**src/spi_frame_pkg.sv**
```systemverilog
// ======================================================================
// SPI frame layout shared by the receiver, capture and decoder blocks
// ======================================================================
// A frame is 16 bytes sent MSB first in SPI Mode 0
// Byte 0 is the header, bytes 1 to 6 carry roll, pitch and yaw
// Bytes 7 to 12 carry the gyro rates, byte 13 holds the flags
// Bytes 14 and 15 are reserved and ignored by the decoder
// Every 16-bit field is sent MSB byte first, then LSB byte

package spi_frame_pkg;

    // Number of bytes in one complete frame
    localparam int frame_bytes = 16;

    // Value the master puts in byte 0 of every good frame
    localparam logic [7:0] header_byte = 8'hAA;

    // Byte positions of the fields within the frame
    localparam int header_pos = 0;
    // First byte of the roll/pitch/yaw block
    localparam int euler_pos = 1;
    // First byte of the gyro x/y/z block
    localparam int gyro_pos = 7;
    // Single byte holding the valid flags
    localparam int flags_pos = 13;

    // Write pointer into the frame buffer
    // Four bits cover 16 bytes, so a long transaction wraps back to byte 0
    typedef logic [3:0] byte_index_t;

    // Frame buffer, one byte per position
    // Element 0 holds the header byte
    typedef logic [frame_bytes-1:0][7:0] frame_buf_t;

endpackage

```
**src/sensor_pkg.sv**
```systemverilog
// ======================================================================
// Decoded sensor data types
// ======================================================================
// Angles are signed 16-bit values scaled by 100 (0.01 degree per LSB)
// Gyro rates are signed 16-bit values scaled by 2000
// Both groups share the same three-axis struct

package sensor_pkg;

    // One signed value per axis
    // For the Euler group x is roll, y is pitch and z is yaw
    typedef struct packed {
        logic signed [15:0] x;
        logic signed [15:0] y;
        logic signed [15:0] z;
    } axis_triple_t;

    // Bit positions in the flags byte
    // Bit 0 marks the Euler angles as valid
    localparam int flag_euler_bit = 0;
    // Bit 1 marks the gyro rates as valid
    localparam int flag_gyro_bit = 1;

    // Everything the decoder presents for one good frame
    typedef struct packed {
        axis_triple_t euler;
        axis_triple_t gyro;
        logic         euler_valid;
        logic         gyro_valid;
    } sensor_sample_t;

    // clk cycles the synchronized select must stay high before capture
    // This gives any late sck edge time to settle in the frame buffer
    localparam int stable_cycles = 3;

    // Counter width that can hold the value stable_cycles
    localparam int stable_cnt_w = $clog2(stable_cycles + 1);

endpackage

```
**src/frame_capture.sv**
```systemverilog
`timescale 1ns/1ps

// Moves the sck-domain frame buffer into the clk domain
// The copy is taken only once the select has been high and stable,
// which means sck is idle and the buffer no longer changes
module frame_capture import spi_frame_pkg::*; import sensor_pkg::*; (
    input  logic       clk,
    input  logic       cs_n,
    input  logic       spi_sel_n,
    input  frame_buf_t frame_buf,
    output frame_buf_t snapshot,
    output logic       snapshot_valid,
    output logic       select_active
);

    // ==================================================================
    // Select synchronizer and edge detect
    // ==================================================================

    logic sel_meta;
    logic sel_sync;
    // Previous synchronized select, for the falling edge detect
    logic sel_prev;
    logic sel_fall;

    // Cycles the synchronized select has been high, saturating
    logic [stable_cnt_w-1:0] stable_cnt;
    // One capture allowed until the next select fall
    logic armed;
    // Copy the buffer on this cycle
    logic capture;

    assign sel_fall = sel_prev && !sel_sync;

    // Capture on the cycle the counter reaches stable_cycles
    // The counter resets saturated, so a select held high through reset
    // never counts up to the threshold and no empty frame is taken
    assign capture = sel_sync && armed &&
                     (stable_cnt == stable_cnt_w'(stable_cycles - 1));

    // Diagnostic level, high while the master is talking to us
    assign select_active = !sel_sync;

    // ==================================================================
    // Control state
    // ==================================================================

    always_ff @(posedge clk or posedge cs_n) begin
        if (cs_n) begin
            // The synchronizer starts in the idle (deselected) state
            sel_meta       <= 1'b1;
            sel_sync       <= 1'b1;
            sel_prev       <= 1'b1;
            stable_cnt     <= stable_cnt_w'(stable_cycles);
            armed          <= 1'b1;
            snapshot_valid <= 1'b0;
        end else begin
            sel_meta       <= spi_sel_n;
            sel_sync       <= sel_meta;
            sel_prev       <= sel_sync;
            snapshot_valid <= capture;

            // Any low sample restarts the stable window
            if (!sel_sync) begin
                stable_cnt <= '0;
            end else if (stable_cnt != stable_cnt_w'(stable_cycles)) begin
                stable_cnt <= stable_cnt + 1'b1;
            end

            // Armed from reset so the very first transaction is taken
            if (capture) begin
                armed <= 1'b0;
            end else if (sel_fall) begin
                armed <= 1'b1;
            end
        end
    end

    // All 16 bytes are copied in the same cycle, never byte by byte
    always_ff @(posedge clk) begin
        if (capture) begin
            snapshot <= frame_buf;
        end
    end

    // ==================================================================
    // Checks
    // ==================================================================

    // A snapshot is only announced after the select sat high for the
    // whole stable window
    a_capture_sel_high: assert property (
        @(posedge clk) disable iff (cs_n)
        snapshot_valid |-> $past(sel_sync, 1) && $past(sel_sync, stable_cycles)
    ) else $error("frame_capture: snapshot taken without a stable select");

endmodule

```
**config.mk**
```make
export PLATFORM = sky130hd
export DESIGN_NAME = frame_capture
export DESIGN_NICKNAME = d
export VERILOG_FILES = /design/src/spi_frame_pkg.sv /design/src/sensor_pkg.sv /design/src/frame_capture.sv
export SDC_FILE = /design/constraint.sdc
export NUM_CORES = 1
export LEC_CHECK = 0
export BUFFER_PORTS_ARGS = -buffer_cell sky130_fd_sc_hd__clkbuf_2
export CAP_MARGIN = 40
export CORE_MARGIN = 4
export CORE_UTILIZATION = 42
export CTS_CLUSTER_SIZE = 12
export DETAILED_ROUTE_END_ITERATION = 6
export GPL_TIMING_DRIVEN = 0
export HOLD_SLACK_MARGIN = 0.1
export PLACE_DENSITY = 0.79
export RECOVER_POWER = 100
export SLEW_MARGIN = 20
export SYNTH_ARGS = -nofsm -noshare
export SYNTH_HDL_FRONTEND = slang
export SYNTH_SLANG_ARGS = --single-unit
```
**constraint.sdc**
```tcl
create_clock -name clk -period 5.3 [get_ports clk]
set_input_delay 0.795 -clock clk [delete_from_list [all_inputs] [get_ports clk]]
set_output_delay 0.795 -clock clk [all_outputs]
set_load 0.02 [all_outputs]
```
== Word-level counts from Yosys, hierarchy flattened ==
Cells that the tools add are included.
Operators by class
  add/sub/neg operators: 1
  multiply operators: 0
  div/mod/pow operators: 0
  order comparisons: 0
  eq/ne operators: 3
  shift operators: 0
  muxes and demuxes: 4
  bitwise logic cells: 0
  reduce and logical (&&, ||, !) cells: 5
Operators by type and width (count)
  2-to-1 mux 2 bit: 2
  logical AND 1 bit: 3
  adder 2 x 1 -> 2 bit, second input constant: 1
  equality test 2 bit, second input constant: 1
  2-to-1 mux 1 bit: 2
  != test 2 x 1 -> 1 bit, second input constant: 1
  != test 2 bit, second input constant: 1
  nonzero test 2 bit: 1
  zero test 1 bit: 1
Storage, ports and cells
  flip-flop bits (word level): 135
  latch bits: 0
  RAM bits: 0
  bits in read-only memories: 0
  memories kept: 0

== Logic depth before layout (Yosys ltp) ==
  depth in word-level cells: 4
  mapped depth: 4
  depth with buffers taken out: 4

== Least setup slack after synthesis ==
No wires, ideal clock.
  kind: register to register
  start point: register stable_cnt[1]
  end point: register snapshot[0] (netlist name), enable pin
  library setup time: 504 ps
  arrival time: 3675 ps
  required time: 4796 ps
  slack: 1122 ps
  cell stages (with the launch flop): 3
  clock period less this slack: 4178 ps
  cell sequence: dfstp_2 ha_1 and3_1
Between the ends
  cells in the longest elaborated chain, start to end: 2
RTL lines
  start, declared: line frame_capture.sv:27  | logic [stable_cnt_w-1:0] stable_cnt;
  start signal, assigned: line frame_capture.sv:54  | stable_cnt <= stable_cnt_w'(stable_cycles);
  start signal, assigned: line frame_capture.sv:67  | stable_cnt <= stable_cnt + 1'b1;
  equality test 2 bit: line frame_capture.sv:39  | (stable_cnt == stable_cnt_w'(stable_cycles - 1));
  logical AND 1 bit: line frame_capture.sv:38  | assign capture = sel_sync && armed &&
  named net capture: line frame_capture.sv:31  | logic capture;
  end signal, assigned: line frame_capture.sv:82  | snapshot <= frame_buf;
  end, declared: line frame_capture.sv:11  | output frame_buf_t snapshot,
The timed path passes the listed nets, and every way through them passes these cells.
A chain may end at the register's enable or synchronous reset.

== Final worst setup path ==
  start point: register stable_cnt[1]
  end point: register snapshot[67] (netlist name), enable pin
Same word-level chain as after synthesis.

==> flow_summary.ini <==
[outcome]
status = finished with violations
violations = capacitance limit, slew limit

[finish]
final_cell_mix = 133 x clkbuf_1, 128 x edfxtp_1, 127 x clkbuf_2
layout_commonest_cell = clkbuf_1
final_nets = 563
layout-drive-gt1-share_pct = 36.7
area_growth_pct = 46.3
fin_cells = 571
fin_area_mm2 = 0.00602
antenna_cells = 0
postLayoutCoreUtil_pct = 64.2

[clock_tree]
ctsResizeCount = 0
clock_sinks = 135
htree_levels = 4
clk-insertion-delay-late_ps = 500
post_cts_buffers = 0
cts_tree = done
hold_buffers = 0
cts-root-buf = clkbuf_8
cts.clk_slew.worst_paths_ps = 60
cts_max_path_buffers = 2
cts_made_buffers = 17

[sta]
setup_viol = 0
timing.final.crit_share_pct = 49.4
tightest_slew_ps = 1520
slew_violations = 32
fin_ws_ps = 2680
slew_headroom_pct = -1.20
rsz0062_at_grt = no
hold_viol = 0
min_period_ps = 2620
max_freq_ghz = 0.382
clock_skew_ps = 15.4
fin_setup_tns_ps = 0
whs_ps = 192

[floorplanning]
die_w_um = 107
initial_core_util_pct = 43.9
dieArea_mm2 = 0.0114
core.rowCount = 35
die_y_um = 107
ios = 261
coreArea_mm2 = 0.00937

[pwr]
p_leak_nw = 2.27
switching_share_pct = 23.2
seq_power_share_pct = 49.2
power_frac_comb_pct = 8.7
pwr-share-clk_pct = 42.1
power.switching_uw = 605
finalPower_mw = 2.61
irDropWorstVdd_mv = 0.220
power.density_mw_per_mm2 = 433
intPower_mw = 2.00

[synth]
ys_ff_latch = 135
synth_seq_area_share_pct = 97.9
synthesis.area_mm2 = 0.00411
syn-mean-instance-area_um2 = 27.6
syn_nets = 282
synth_area_leaders = edfxtp_1 93%, dfstp_2 3.8%, dfrtp_1 0.61%, ha_1 0.61%, inv_1 0.36%
synth_top_area_share_pct = 93.4
synthCells = 149
synthDistinctLibCells = 12
yosys_warnings = 0
yosys.area.top_type = edfxtp_1

[detailed_routing]
drt_pass1_iterations = 4
drt-total-wl_um = 9560
antenna_left = 0
dr.first_iter.drc_count = 106
vias_per_cell = 4.35
drcViolationCount = 0
via_count = 2482
wl_per_cell_um = 16.7

[critical_path]
end_kind = flop
crit_start = stable_cnt[1]$_DFFE_PP1P_
path_class = reg2reg
crit_end = snapshot[67]$_DFFE_PP_
required_ps = 5470
ff2ff_setup_slack_ps = 2680
critPathLaunchType = flop
worst-r2r-cell-count = 3
r2r-end = snapshot[67]$_DFFE_PP_
crit_arrival_ps = 2790
crit_fanout = 55
worstReg2RegStart = stable_cnt[1]$_DFFE_PP1P_

[place]
port_buffers = 260
placed_area_mm2 = 0.00563
dpl_worst_slack_ps = 3400
hpwlAfterDp_um = 7490
dp_cells = 540
gp_congestion = 0.723

[global_routing]
antenna_found_initial = 0
grt_pass1_wl_um = 13900
grt-ovfl-total = 0
first_global_vias = 2695
grt_max_degree = 56
grtUsageTotal_pct = 16.7

[run]
cap_violations = 1

[worst_hold_path]
hold_class = in2async
cell type report:
type                    instances  area (um2)
fillers                       759        3350
repair buffers                262        1180
clock inverters                14         149
multi-input cells              10        68.8
well taps                     129         161
flip-flops and latches        135        4030
clock buffers                  17         414
inverters                       4        15.0
state kept, by name, indices dropped and copies added, names as in the netlist:
register / count
armed: 1
sel_meta: 1
sel_prev: 1
sel_sync: 1
snapshot: 128
snapshot_valid: 1
stable_cnt: 2
synthesized netlist by cell type:
library cell  instances
a21oi_2               1
and3_1                1
dfrtp_1               1
dfstp_2               6
edfxtp_1            128
ha_1                  2
inv_1                 4
nand2_1               1
nor2_1                2
o22ai_1               1
or2_1                 1
xor2_1                1
worst min path at each step:
stage	slack, ps	startpoint	end	cells past startpoint
floorplan	350	sel_meta$_DFF_PP1_	sel_sync$_DFF_PP1_	0
global placement	350	sel_meta$_DFF_PP1_	sel_sync$_DFF_PP1_	0
detailed placement	350	sel_meta$_DFF_PP1_	sel_sync$_DFF_PP1_	0
CTS	170	cs_n	snapshot_valid$_DFF_PP0_	2
global route	190	cs_n	snapshot_valid$_DFF_PP0_	2
finish	190	cs_n	snapshot_valid$_DFF_PP0_	2
layer usage:
layer / part of all wire, % / track usage [%] / wire (um) / vias to the layer above
met5: 0 / 0 / 0 / -
met2: 55 / 30.7 / 5290 / 143
met4: 0.86 / 6.03 / 82 / 0
met3: 10 / 7.53 / 993 / 6
met1: 33 / 16.3 / 3190 / 1179
li1: - / - / - / 1154
power by group through the flow:
| stage | Combinational (mW) | Clock (mW) | Sequential (mW) |
|---|---|---|---|
| detailed placement | 0.248 | 0 | 1.30 |
| CTS | 0.249 | 1.12 | 1.28 |
| floorplan | 0.0418 | 0 | 1.39 |
| global route | 0.246 | 1.19 | 1.29 |
| finish | 0.227 | 1.10 | 1.28 |
| global placement | 0.230 | 0 | 1.32 |
kinds of logic after synthesis:
kind of cell             count (synthesis)  share of synthesized area [%]
XOR/XNOR                                 1                          0.213
flip-flops                             135                           97.9
AND/OR/NAND/NOR                          5                          0.578
adder cells (fa/ha/maj)                  2                          0.608
AO/OA/AOI/OAI                            2                          0.365
buffers and inverters                    4                          0.365
critical path, stage by stage (launching register included):
cell and delay, ps:
dfstp_1 550, ha_1 180, and3_1 1190, buf_16 350
Power figures use the tool's default switching activity.
