[config.mk]
export PLATFORM = sky130hd
export DESIGN_NAME = frame_decoder
export DESIGN_NICKNAME = d
export VERILOG_FILES = /design/src/spi_frame_pkg.sv /design/src/sensor_pkg.sv /design/src/frame_decoder.sv
export SDC_FILE = /design/constraint.sdc
export NUM_CORES = 1
export LEC_CHECK = 0
export ABC_AREA = 1
export BUFFER_PORTS_ARGS = -buffer_cell sky130_fd_sc_hd__buf_2
export CAP_MARGIN = 25
export CORE_AREA = 2 2 120 122
export DETAILED_ROUTE_END_ITERATION = 7
export DIE_AREA = 0 0 122 124
export PLACE_DENSITY = 0.88
export SYNTH_ARGS = -nofsm -noshare
export SYNTH_HDL_FRONTEND = slang
export SYNTH_SLANG_ARGS = --single-unit
[constraint.sdc]
create_clock -name clk -period 8.26 [get_ports clk]
set_input_delay 0 -clock clk [delete_from_list [all_inputs] [get_ports clk]]
set_output_delay 0 -clock clk [all_outputs]
set_load 0.01 [all_outputs]
[src/spi_frame_pkg.sv]
// ======================================================================
// SPI frame layout shared by the receiver, capture and decoder blocks
// ======================================================================
// A frame is 16 bytes sent MSB first in SPI Mode 0
// Byte 0 is the header, bytes 1 to 6 carry roll, pitch and yaw
// Bytes 7 to 12 carry the gyro rates, byte 13 holds the flags
// Bytes 14 and 15 are reserved and ignored by the decoder
// Every 16-bit field is sent MSB byte first, then LSB byte

package spi_frame_pkg;

    // Number of bytes in one complete frame
    localparam int frame_bytes = 16;

    // Value the master puts in byte 0 of every good frame
    localparam logic [7:0] header_byte = 8'hAA;

    // Byte positions of the fields within the frame
    localparam int header_pos = 0;
    // First byte of the roll/pitch/yaw block
    localparam int euler_pos = 1;
    // First byte of the gyro x/y/z block
    localparam int gyro_pos = 7;
    // Single byte holding the valid flags
    localparam int flags_pos = 13;

    // Write pointer into the frame buffer
    // Four bits cover 16 bytes, so a long transaction wraps back to byte 0
    typedef logic [3:0] byte_index_t;

    // Frame buffer, one byte per position
    // Element 0 holds the header byte
    typedef logic [frame_bytes-1:0][7:0] frame_buf_t;

endpackage

[src/sensor_pkg.sv]
// ======================================================================
// Decoded sensor data types
// ======================================================================
// Angles are signed 16-bit values scaled by 100 (0.01 degree per LSB)
// Gyro rates are signed 16-bit values scaled by 2000
// Both groups share the same three-axis struct

package sensor_pkg;

    // One signed value per axis
    // For the Euler group x is roll, y is pitch and z is yaw
    typedef struct packed {
        logic signed [15:0] x;
        logic signed [15:0] y;
        logic signed [15:0] z;
    } axis_triple_t;

    // Bit positions in the flags byte
    // Bit 0 marks the Euler angles as valid
    localparam int flag_euler_bit = 0;
    // Bit 1 marks the gyro rates as valid
    localparam int flag_gyro_bit = 1;

    // Everything the decoder presents for one good frame
    typedef struct packed {
        axis_triple_t euler;
        axis_triple_t gyro;
        logic         euler_valid;
        logic         gyro_valid;
    } sensor_sample_t;

    // clk cycles the synchronized select must stay high before capture
    // This gives any late sck edge time to settle in the frame buffer
    localparam int stable_cycles = 3;

    // Counter width that can hold the value stable_cycles
    localparam int stable_cnt_w = $clog2(stable_cycles + 1);

endpackage

[src/frame_decoder.sv]
`timescale 1ns/1ps

// Splits a captured frame into its fields and checks the header
// Two register stages, so frame_strobe follows snapshot_valid by 2 cycles
module frame_decoder import spi_frame_pkg::*; import sensor_pkg::*; (
    input  logic           clk,
    input  logic           cs_n,
    input  frame_buf_t     snapshot,
    input  logic           snapshot_valid,
    output sensor_sample_t sample,
    output logic           initialized,
    output logic           error,
    output logic           frame_strobe
);

    // ==================================================================
    // Field extraction helpers
    // ==================================================================

    // Builds a signed value from an MSB byte and the LSB byte after it
    function automatic logic signed [15:0] field16(
        input frame_buf_t  frame,
        input int unsigned msb_pos
    );
        return {frame[msb_pos], frame[msb_pos + 1]};
    endfunction

    // Three consecutive 16-bit fields, in x, y, z order
    function automatic axis_triple_t triple_at(
        input frame_buf_t  frame,
        input int unsigned first_pos
    );
        axis_triple_t t;
        t.x = field16(frame, first_pos);
        t.y = field16(frame, first_pos + 2);
        t.z = field16(frame, first_pos + 4);
        return t;
    endfunction

    // ==================================================================
    // Stage 1 field registers
    // ==================================================================

    logic [7:0]   header_q;
    axis_triple_t euler_q;
    axis_triple_t gyro_q;
    logic [7:0]   flags_q;
    // Field registers hold a new frame this cycle
    logic         fields_valid;
    logic         header_ok;

    // Fields only load with a new snapshot and hold otherwise
    always_ff @(posedge clk) begin
        if (snapshot_valid) begin
            header_q <= snapshot[header_pos];
            euler_q  <= triple_at(snapshot, euler_pos);
            gyro_q   <= triple_at(snapshot, gyro_pos);
            flags_q  <= snapshot[flags_pos];
        end
    end

    always_ff @(posedge clk or posedge cs_n) begin
        if (cs_n) begin
            fields_valid <= 1'b0;
        end else begin
            fields_valid <= snapshot_valid;
        end
    end

    assign header_ok = (header_q == header_byte);

    // ==================================================================
    // Stage 2 status and output registers
    // ==================================================================

    // Status and sample change together with the strobe
    // A bad header flags an error but keeps the last good sample on the outputs
    always_ff @(posedge clk or posedge cs_n) begin
        if (cs_n) begin
            sample       <= '0;
            initialized  <= 1'b0;
            error        <= 1'b0;
            frame_strobe <= 1'b0;
        end else begin
            frame_strobe <= fields_valid;
            if (fields_valid) begin
                initialized <= header_ok;
                error       <= !header_ok;
                if (header_ok) begin
                    sample.euler       <= euler_q;
                    sample.gyro        <= gyro_q;
                    sample.euler_valid <= flags_q[flag_euler_bit];
                    sample.gyro_valid  <= flags_q[flag_gyro_bit];
                end
            end
        end
    end

    // ==================================================================
    // Checks
    // ==================================================================

    // Status is either good or bad, never both
    a_status_exclusive: assert property (
        @(posedge clk) disable iff (cs_n)
        !(initialized && error)
    ) else $error("frame_decoder: initialized and error both high");

    // The sample only moves together with the strobe of a good frame
    a_sample_on_good_strobe: assert property (
        @(posedge clk) disable iff (cs_n)
        $changed(sample) |-> frame_strobe && initialized
    ) else $error("frame_decoder: sample changed outside a good frame");

endmodule

== Yosys cells after proc, flatten, opt, wreduce, memory -nomap -nowiden ==
Cells that the tools add are included.
Storage, ports and cells
  bits in registers: 208
  input bits: 131
  output and inout bits: 101
  logic and storage cells: 23
Operators by class
  equal/unequal tests: 1
  reductions and logical operators: 2
Operators with widths (count)
  equality test 8 bit, second input constant: 1
  AND reduction 2 bit: 1
  zero test 1 bit: 1

== Depth between registers and ports, before layout ==
Gate-level depths: netlist of the first run.
  depth after elaboration: 2
  gate-level depth with buffers: 8
  depth with buffers taken out: 6

== Worst setup path before layout of the first run ==
Ideal clock, no wire load.
  kind: register to register
  start point: register fields_valid
  end point: register sample[0] (netlist name)
  library setup time: 0.117 ns
  data arrival time: 1.086 ns
  required time: 8.143 ns
  setup slack: 7.057 ns
  cell stages (with the launch flop): 8
  buffers on the path: 2
  clock period less this slack: 1.203 ns
  cell sequence: dfrtp_1 nand2_1 nor2_4 nand3_1 buf_2 buf_2 nand2_1 nand2_1
On the way
  longest elaborated chain between the ends: 1
Ends and longest elaborated chain
  from (decl): line frame_decoder.sv:49  | logic fields_valid;
  from (signal assigned): line frame_decoder.sv:66  | fields_valid <= snapshot_valid;
  AND reduction 2 bit (no line)
  to (decl): line frame_decoder.sv:10  | output sensor_sample_t sample,
Every way passes these cells.
A chain may end at the register's enable or synchronous reset.

== Worst setup path in the final report of the first run ==
  start point: register header_q[4]
  end point: register sample[38] (netlist name)
On the way
  longest elaborated chain between the ends: 2
Ends and longest elaborated chain
  from (decl): line frame_decoder.sv:44  | logic [7:0] header_q;
  from (signal assigned): line frame_decoder.sv:55  | header_q <= snapshot[header_pos];
  equality test 8 bit: line frame_decoder.sv:70  | assign header_ok = (header_q == header_byte);
  AND reduction 2 bit (no line)
Every way passes these cells.

==> report_table.html, run 1 <==
<table>
<tr><th>Metric</th><th>Value</th></tr>
<tr><th colspan="2">Run status</th></tr>
<tr><td>Run status</td><td>complete, no violations</td></tr>
<tr><th colspan="2">Power</th></tr>
<tr><td>Part of the power in the clock network</td><td>40.7%</td></tr>
<tr><td>Power density over the cells</td><td>230 nW/um2</td></tr>
<tr><td>Switching Power</td><td>a little over 0.5 mW</td></tr>
<tr><td>Internal</td><td>approximately 1.9 mW</td></tr>
<tr><td>Total power consumption of the routed design</td><td>2.37 mW</td></tr>
<tr><td>Total leakage power</td><td>5.08 nW</td></tr>
<tr><td>Sw Ratio</td><td>21.8%</td></tr>
<tr><td>Combinational Power Share</td><td>8.5%</td></tr>
<tr><td>Largest vdd supply drop</td><td>0.000177 V</td></tr>
<tr><td>Share of power burned in registers</td><td>50.8%</td></tr>
<tr><th colspan="2">Critical path</th></tr>
<tr><td>Arrival time of data at the critical path endpoint</td><td>about 2900 ps</td></tr>
<tr><td>Last element of the critical path</td><td>sample[38]$_DFFE_PP0P_</td></tr>
<tr><td>Delay of the slowest cell on the worst path</td><td>roughly 720 ps</td></tr>
<tr><td>Worst Path Buf+Inv</td><td>1</td></tr>
<tr><td>Startpoint types</td><td>register</td></tr>
<tr><td>Source of the worst register-to-register timing path</td><td>header_q[4]$_DFFE_PP_</td></tr>
<tr><td>Number of cells on the critical path</td><td>5</td></tr>
<tr><td>Highest fanout seen on the critical path</td><td>52</td></tr>
<tr><td>FF-to-FF setup slack</td><td>5770 ps</td></tr>
<tr><td>Critical R2R Capture</td><td>sample[38]$_DFFE_PP0P_</td></tr>
<tr><td>Cells along the critical path</td><td>nor2_4, nand3_4, buf_12, nand2_1, nand2_1</td></tr>
<tr><td>Type of destination of the critical path</td><td>register</td></tr>
<tr><td>Critical Setup Path Class</td><td>register to register</td></tr>
<tr><td>Data required, critical path</td><td>8620 ps</td></tr>
<tr><td>Kind of cell adding the most delay to the critical path</td><td>simple AND/OR/NAND/NOR gates</td></tr>
<tr><td>Critical-path cell with the highest stage delay</td><td>sky130_fd_sc_hd__nor2_4</td></tr>
<tr><td>Path depth of the worst reg2reg path</td><td>5</td></tr>
<tr><td>Library cell appearing most often on the critical path</td><td>sky130_fd_sc_hd__nand2_1</td></tr>
<tr><td>Critical path origin</td><td>header_q[4]$_DFFE_PP_</td></tr>
<tr><th colspan="2">Die</th></tr>
<tr><td>Placement Rows</td><td>43</td></tr>
<tr><td>X dimension of the die</td><td>between 100 and 150 um</td></tr>
<tr><td>Full die area</td><td>around 15000 um2</td></tr>
<tr><td>Initial core utilization</td><td>53.6%</td></tr>
<tr><td>Chip Height</td><td>124 um</td></tr>
<tr><td>Core Footprint</td><td>13700 um2</td></tr>
<tr><td>Boundary Pins</td><td>232</td></tr>
<tr><th colspan="2">Global route</th></tr>
<tr><td>Pin count of the biggest net entering global routing</td><td>99</td></tr>
<tr><td>Vias in the first global route</td><td>5611</td></tr>
<tr><td>Leftover overflow at the end of global routing</td><td>0</td></tr>
<tr><td>Total Routing Usage GR</td><td>25.0%</td></tr>
<tr><td>Initial antenna violation count</td><td>2</td></tr>
<tr><td>Global-route wire length before repair</td><td>between 20000 and 30000 um</td></tr>
<tr><th colspan="2">Routing</th></tr>
<tr><td>Iteration-0 DRC count of the detailed router</td><td>473</td></tr>
<tr><td>DRC violation count after routing</td><td>0</td></tr>
<tr><td>Detailed-route wire length per cell</td><td>17.8 um</td></tr>
<tr><td>ANT nets after route</td><td>0</td></tr>
<tr><td>Total routed wirelength</td><td>18800 um</td></tr>
<tr><td>Average via count per standard cell</td><td>5.35</td></tr>
<tr><td>Detailed Routing Iterations Pass 1</td><td>6</td></tr>
<tr><td>DR vias</td><td>5666</td></tr>
<tr><th colspan="2">Timing</th></tr>
<tr><td>Maximum clock frequency</td><td>between 0.4 and 0.5 GHz</td></tr>
<tr><td>Crit path time final</td><td>roughly 2500 ps</td></tr>
<tr><td>Worst setup skew after layout</td><td>a little under 7 ps</td></tr>
<tr><td>Part of the cycle the worst path needs</td><td>a little under a third</td></tr>
<tr><td>Fin Hold WS</td><td>slightly below 70 ps</td></tr>
<tr><td>Relative max-transition margin</td><td>29.1%</td></tr>
<tr><td>Final Hold Viols</td><td>0</td></tr>
<tr><td>Final slew viol count</td><td>0</td></tr>
<tr><td>Endpoints failing setup</td><td>0</td></tr>
<tr><td>Setup repair after global routing missed its margin</td><td>no</td></tr>
<tr><td>Actual transition at the worst max-transition pin</td><td>1060 ps</td></tr>
<tr><td>Final setup TNS</td><td>0 ps</td></tr>
<tr><th colspan="2">Yosys</th></tr>
<tr><td>Post-synthesis area per instance</td><td>13.2 um2</td></tr>
<tr><td>Dominant combinational cell family by area after synthesis</td><td>simple AND/OR/NAND/NOR gates</td></tr>
<tr><td>Count of mapped cells out of synthesis</td><td>559</td></tr>
<tr><td>Post-synthesis compound-gate area fraction</td><td>0.0680%</td></tr>
<tr><td>Arithmetic-cell share of the synthesized area counting full adders, half adders and majority gates</td><td>0%</td></tr>
<tr><td>Number of warnings issued by yosys</td><td>0</td></tr>
<tr><td>Simple-gate area share of the yosys netlist</td><td>a little under a fifth</td></tr>
<tr><td>Syn Nets</td><td>690</td></tr>
<tr><td>Fraction of synthesized area in multiplexers</td><td>0%</td></tr>
<tr><td>Post-synthesis instance area</td><td>7360 um2</td></tr>
<tr><td>Flip-flop and latch count after synthesis</td><td>208</td></tr>
<tr><td>Sequential share of the synthesized area</td><td>78.0%</td></tr>
<tr><td>Xor and xnor fraction of the mapped netlist area</td><td>0%</td></tr>
<tr><td>Count of cell types in the netlist</td><td>14</td></tr>
<tr><th colspan="2">Cells and area</th></tr>
<tr><td>Share of layout cells above drive strength 1</td><td>28.5%</td></tr>
<tr><td>Final design utilization</td><td>75.0%</td></tr>
<tr><td>Most frequent cells in the layout</td><td>sky130_fd_sc_hd__buf_2, sky130_fd_sc_hd__nand2_1, sky130_fd_sc_hd__dlygate4sd3_1</td></tr>
<tr><td>Fin area</td><td>between 10000 and 15000 um2</td></tr>
<tr><td>Area growth from synthesis to final layout</td><td>39.8%</td></tr>
<tr><td>Final nets</td><td>994</td></tr>
<tr><td>Most frequent standard cell in the layout excluding fill and tap cells</td><td>sky130_fd_sc_hd__buf_2</td></tr>
<tr><th colspan="2">Job</th></tr>
<tr><td>Maximum capacitance violations</td><td>0</td></tr>
<tr><th colspan="2">Clock network</th></tr>
<tr><td>Clock tree from TritonCTS</td><td>done</td></tr>
<tr><td>Clock latency of the later-clocked register in the worst-skew pair</td><td>approximately 480 ps</td></tr>
<tr><td>Root Buffer</td><td>sky130_fd_sc_hd__clkbuf_16</td></tr>
<tr><td>Number of sinks handled by clock tree synthesis</td><td>208</td></tr>
<tr><td>Clock slew at reported path FFs</td><td>60 ps</td></tr>
<tr><td>Max Buffers Root-to-Sink</td><td>3</td></tr>
<tr><td>Post-cts sizing count</td><td>0</td></tr>
<tr><td>Number of H-tree branching levels</td><td>1</td></tr>
<tr><td>Inserted Clock Buffers</td><td>21</td></tr>
<tr><th colspan="2">Placement</th></tr>
<tr><td>Number of buffers inserted by port buffering</td><td>209</td></tr>
<tr><td>Gp weighted congestion</td><td>0.788</td></tr>
<tr><td>Post-Place Cell Area</td><td>~8500 um2</td></tr>
<tr><td>Half-perimeter wire length of the detailed placement result</td><td>approximately 10000 um</td></tr>
<tr><th colspan="2">Worst hold path</th></tr>
<tr><td>Worst hold path type</td><td>input pin to register</td></tr>
<tr><td>Startpoint of the tightest hold check path</td><td>snapshot_valid</td></tr>
</table>
[area by class of cell]
cell class | instances | area (um2)
repair buffers | 322 | 2180
clock inverters | 6 | 108
well taps | 180 | 225
multi-input cells | 304 | 1420
clock buffers | 31 | 593
flip-flops and latches | 208 | 5740
fillers | 824 | 3430
diodes | 2 | 5.00
inverters | 6 | 26.3
[through the flow]
| stage | std cells | setup slack, ps |
|---|---|---|
| 3_3_place_gp | 912 | 5640 |
| 4_1_cts | 1057 | 5730 |
| 2_1_floorplan | 559 | 5580 |
| 3_5_place_dp | 913 | 5760 |
| 5_1_grt | 1059 | 5590 |
| 6_report | 1059 | 5770 |
[repair_timing]
action | in CTS | in global routing
setup buffers | 0 | 0
endpoints found under the setup margin | 0 | 0
hold buffers | 107 | 0
hold endpoints to repair | 151 | 0
[power groups by stage]
stage	clock, mW	sequential (mW)	combinational [mW]
floorplan	0	1.23	0.0551
global placement	0	1.22	0.153
detailed placement	0	1.22	0.159
CTS	0.970	1.20	0.199
global route	1.02	1.21	0.221
finish	0.964	1.20	0.202
[registers in the layout, indices dropped and copies added (netlist names)]
register / count
frame_strobe: 1
sample: 98
euler_q: 48
flags_q: 2
error: 1
gyro_q: 48
initialized: 1
header_q: 8
fields_valid: 1
[synth_stat cells]
library cell / n / area (um2)
sky130_fd_sc_hd__nand2_1: 199 / 747
sky130_fd_sc_hd__nand4_1: 98 / 613
sky130_fd_sc_hd__nor2_1: 3 / 11.3
sky130_fd_sc_hd__buf_2: 24 / 120
sky130_fd_sc_hd__dfrtp_1: 102 / 2550
sky130_fd_sc_hd__inv_2: 1 / 3.75
sky130_fd_sc_hd__o21ai_1: 1 / 5.00
sky130_fd_sc_hd__buf_4: 3 / 22.5
sky130_fd_sc_hd__clkbuf_1: 11 / 41.3
sky130_fd_sc_hd__nand3_1: 1 / 5.00
sky130_fd_sc_hd__nor2_4: 2 / 22.5
sky130_fd_sc_hd__inv_1: 5 / 18.8
sky130_fd_sc_hd__edfxtp_1: 106 / 3180
sky130_fd_sc_hd__buf_1: 3 / 11.3
[worst min-delay path by stage]
stage | endpoint | slack (ps) | depth (start not counted)
floorplan | fields_valid$_DFF_PP0_ | 30 | 0
global route | euler_q[38]$_DFFE_PP_ | 90 | 1
global placement | sample[87]$_DFFE_PP0P_ | 100 | 2
detailed placement | sample[92]$_DFFE_PP0P_ | 90 | 2
finish | euler_q[43]$_DFFE_PP_ | 70 | 1
CTS | euler_q[39]$_DFFE_PP_ | 70 | 1
[worst reg2reg max path, delay by kind of cell, from the launching register on]
| family | cells | cell delay, ps |
|---|---|---|
| AND/OR/NAND/NOR | 4 | 1570 |
| buffers and inverters | 1 | 410 |
| flip-flops | 1 | 400 |
[kinds of logic (layout without fill, tap and decap cells)]
kind of cell    after synthesis  in the layout
other cells                   0              2
compound gates                1              1
buf+inv                      47            365
simple gates                303            303
flops                       208            208
[per-layer routing]
layer / global-route usage, % / vias up / wire [um]
met2: 44.1 / 303 / 9650
li1: - / 2583 / -
met3: 5.17 / 51 / 1400
met5: 0 / - / 0
met1: 31.2 / 2729 / 7180
met4: 8.05 / 0 / 571
(Power assumes the default switching activity.)
==> run 2: changes to the inputs <==
Settings changed: CORE_AREA 2 2 120 122 to 2 2 130 132, DIE_AREA 0 0 122 124 to 0 0 132 134, PLACE_DENSITY 0.88 to 0.8.
Clock period 8.26 ns to 2 ns, I/O delays scaled along.
==> run 2 against run 1 <==
Effect of this change: register-to-register slack worse by 5400 ps; final cell count increased by 4.6%; sequential power grew to 4.1 times the previous value; combinational power grew to 4.2 times the previous value; hold slack better by 8.9 ps; utilization down 11 points; fmax up 49%; clock-buffer cell count grew 3; setup slack got worse by 5400 ps; critical endpoint is now sample[21]$_DFFE_PP0P_.
==> report_table.html, run 2 (same netlist as run 1, synthesis figures left out) <==
<table>
<tr><th>Metric</th><th>Value</th></tr>
<tr><th colspan="2">Timing</th></tr>
<tr><td>Worst setup skew after layout</td><td>12.4 ps (+5.57 ps)</td></tr>
<tr><td>Final slew viol count</td><td>0 (unchanged)</td></tr>
<tr><td>Final Hold Viols</td><td>0 (unchanged)</td></tr>
<tr><td>Actual transition at the worst max-transition pin</td><td>610 ps (-453 ps)</td></tr>
<tr><td>Crit path time final</td><td>1670 ps (-823 ps)</td></tr>
<tr><td>Final setup TNS</td><td>0 ps (unchanged)</td></tr>
<tr><td>Relative max-transition margin</td><td>59.3% (+30 points)</td></tr>
<tr><td>Setup repair after global routing missed its margin</td><td>no</td></tr>
<tr><td>Maximum clock frequency</td><td>0.599 GHz (+49%)</td></tr>
<tr><td>Endpoints failing setup</td><td>0 (unchanged)</td></tr>
<tr><td>Part of the cycle the worst path needs</td><td>83.4% (+53 points)</td></tr>
<tr><th colspan="2">Clock network</th></tr>
<tr><td>Clock tree from TritonCTS</td><td>done</td></tr>
<tr><td>Post-cts sizing count</td><td>0 (unchanged)</td></tr>
<tr><td>Max Buffers Root-to-Sink</td><td>3 (unchanged)</td></tr>
<tr><td>Inserted Clock Buffers</td><td>22 (+4.8%)</td></tr>
<tr><td>Root Buffer</td><td>sky130_fd_sc_hd__clkbuf_16</td></tr>
<tr><td>Clock slew at reported path FFs</td><td>60 ps (about the same)</td></tr>
<tr><td>Number of sinks handled by clock tree synthesis</td><td>208 (unchanged)</td></tr>
<tr><td>Number of H-tree branching levels</td><td>1 (unchanged)</td></tr>
<tr><td>Clock latency of the later-clocked register in the worst-skew pair</td><td>490 ps (about the same)</td></tr>
<tr><th colspan="2">Critical path</th></tr>
<tr><td>Startpoint types</td><td>register</td></tr>
<tr><td>Highest fanout seen on the critical path</td><td>55 (+5.8%)</td></tr>
<tr><td>Library cell appearing most often on the critical path</td><td>sky130_fd_sc_hd__nand2_1</td></tr>
<tr><td>Data required, critical path</td><td>2420 ps (-6200 ps)</td></tr>
<tr><td>Worst Path Buf+Inv</td><td>2 (+1)</td></tr>
<tr><td>Cells along the critical path</td><td>nor2_1, nand2_1, clkinv_2, nand3_4, buf_4, nand2_1, nand2_1</td></tr>
<tr><td>Critical-path cell with the highest stage delay</td><td>sky130_fd_sc_hd__buf_4</td></tr>
<tr><td>Arrival time of data at the critical path endpoint</td><td>2090 ps (-760 ps)</td></tr>
<tr><td>Kind of cell adding the most delay to the critical path</td><td>buffers and inverters</td></tr>
<tr><td>Critical Setup Path Class</td><td>register to register</td></tr>
<tr><td>Type of destination of the critical path</td><td>register</td></tr>
<tr><td>FF-to-FF setup slack</td><td>330 ps (-5440 ps)</td></tr>
<tr><td>Delay of the slowest cell on the worst path</td><td>490 ps (-230 ps)</td></tr>
<tr><th colspan="2">Cells and area</th></tr>
<tr><td>Final design utilization</td><td>64.1% (-11 points)</td></tr>
<tr><td>Register containing the most flip-flops in the final layout</td><td>sample</td></tr>
<tr><td>Most frequent cells in the layout</td><td>sky130_fd_sc_hd__buf_2, sky130_fd_sc_hd__nand2_1, sky130_fd_sc_hd__dlygate4sd3_1</td></tr>
<tr><td>Share of layout cells above drive strength 1</td><td>29.4% (+0.92 points)</td></tr>
<tr><td>Most frequent standard cell in the layout excluding fill and tap cells</td><td>sky130_fd_sc_hd__buf_2</td></tr>
<tr><td>Number of flip-flops under the largest register name</td><td>98 (unchanged)</td></tr>
<tr><td>Fill count</td><td>1214 (+47%)</td></tr>
<tr><td>Final nets</td><td>1002 (+0.80%)</td></tr>
<tr><td>Area growth from synthesis to final layout</td><td>41.8%</td></tr>
<tr><td>Regs by FF count</td><td>sample x98, euler_q x48, gyro_q x48</td></tr>
<tr><th colspan="2">Routing</th></tr>
<tr><td>ANT nets after route</td><td>0 (unchanged)</td></tr>
<tr><td>Detailed Routing Iterations Pass 1</td><td>5 (-1)</td></tr>
<tr><td>DR vias</td><td>5602 (-1.1%)</td></tr>
<tr><td>Iteration-0 DRC count of the detailed router</td><td>306 (-35%)</td></tr>
<tr><td>Total routed wirelength</td><td>18200 um (-2.9%)</td></tr>
<tr><td>Detailed-route wire length per cell</td><td>16.5 um (-7.2%)</td></tr>
<tr><td>DRC violation count after routing</td><td>0 (unchanged)</td></tr>
<tr><td>Average via count per standard cell</td><td>5.06 (-5.5%)</td></tr>
<tr><th colspan="2">Die</th></tr>
<tr><td>Chip Height</td><td>134 um (+8.1%)</td></tr>
<tr><td>Boundary Pins</td><td>232 (unchanged)</td></tr>
<tr><td>X dimension of the die</td><td>132 um (+8.2%)</td></tr>
<tr><td>Placement Rows</td><td>47 (+9.3%)</td></tr>
<tr><td>Full die area</td><td>17700 um2 (+17%)</td></tr>
<tr><td>Core Footprint</td><td>16300 um2 (+19%)</td></tr>
<tr><td>Initial core utilization</td><td>45.2% (-8.5 points)</td></tr>
<tr><th colspan="2">Run status</th></tr>
<tr><td>Run status</td><td>complete, no violations</td></tr>
<tr><th colspan="2">Power</th></tr>
<tr><td>Total leakage power</td><td>5.14 nW (+1.1%)</td></tr>
<tr><td>Total power consumption of the routed design</td><td>9.72 mW (+310%)</td></tr>
<tr><td>Power density over the cells</td><td>932 nW/um2 (+300%)</td></tr>
<tr><td>Largest vdd supply drop</td><td>0.000694 V (+290%)</td></tr>
<tr><th colspan="2">Global route</th></tr>
<tr><td>Vias in the first global route</td><td>5823 (+3.8%)</td></tr>
<tr><td>Leftover overflow at the end of global routing</td><td>0 (unchanged)</td></tr>
<tr><td>Total Routing Usage GR</td><td>20.8% (-4.2 points)</td></tr>
<tr><td>Initial antenna violation count</td><td>1 (-1)</td></tr>
<tr><td>Pin count of the biggest net entering global routing</td><td>108 (+9.1%)</td></tr>
<tr><td>Global-route wire length before repair</td><td>29700 um (+1.6%)</td></tr>
<tr><th colspan="2">Placement</th></tr>
<tr><td>Gp weighted congestion</td><td>0.761 (-3.4%)</td></tr>
<tr><td>Number of buffers inserted by port buffering</td><td>209 (unchanged)</td></tr>
<tr><td>Half-perimeter wire length of the detailed placement result</td><td>10400 um (+5.3%)</td></tr>
<tr><th colspan="2">Worst hold path</th></tr>
<tr><td>Worst hold path type</td><td>input pin to register</td></tr>
<tr><th colspan="2">Job</th></tr>
<tr><td>Maximum capacitance violations</td><td>0 (unchanged)</td></tr>
</table>
-- run 2: per-layer routing --
layer | GRT usage (%) | share of wire [%]
met5 | 0 | 0
met4 | 7.43 | 3.5
met3 | 4.16 | 6.8
met2 | 37.7 | 52
met1 | 24.7 | 38
-- run 2: worst paths after layout --
path                       cells past startpoint                     end                    from
min                                            2   euler_q[39]$_DFFE_PP_          snapshot_valid
min reg2reg                                    0  frame_strobe$_DFF_PP0_  fields_valid$_DFF_PP0_
max reg2reg                                    7  sample[21]$_DFFE_PP0P_   header_q[2]$_DFFE_PP_
max                                            7  sample[21]$_DFFE_PP0P_   header_q[2]$_DFFE_PP_
min in group asynchronous                      4  sample[70]$_DFFE_PP0P_                    cs_n
max in group asynchronous                      4  sample[89]$_DFFE_PP0P_                    cs_n
-- run 2: what timing repair did --
item	in CTS	in global routing
hold buffers	107	0
buffers inserted	0	0
hold endpoints to repair	208	0
-- run 2: cell type report --
class,count,area (um2),share of cell area (%)
Inverter,6,27.5,0.264
Clock inverter,6,32.5,0.312
Timing Repair Buffer,329,2270,21.7
Multi-Input combinational cell,304,1420,13.6
Tap cell,220,275,2.64
Sequential cell,208,5740,55.0
Antenna cell,1,2.50,0.0240
Clock buffer,34,677,6.49
-- run 2: through the flow --
step	hold WS (ps)	instance area (um2)	instances	setup slack [ps]
CTS	22.1	10400	1107	401
global placement	176	8650	960	480
finish	77.9	10400	1108	332
global route	84.3	10400	1108	205
floorplan	31.4	7360	559	782
detailed placement	178	8650	960	414
-- run 2: power by group --
group | switching, mW | leakage [nW] | internal [mW] | total, mW
combinational | 0.466 | 2.35 | 0.384 | 0.850
clock | 1.58 | 0.354 | 2.33 | 3.91
sequential | 0.124 | 2.44 | 4.84 | 4.97
total | 2.17 | 5.14 | 7.55 | 9.72
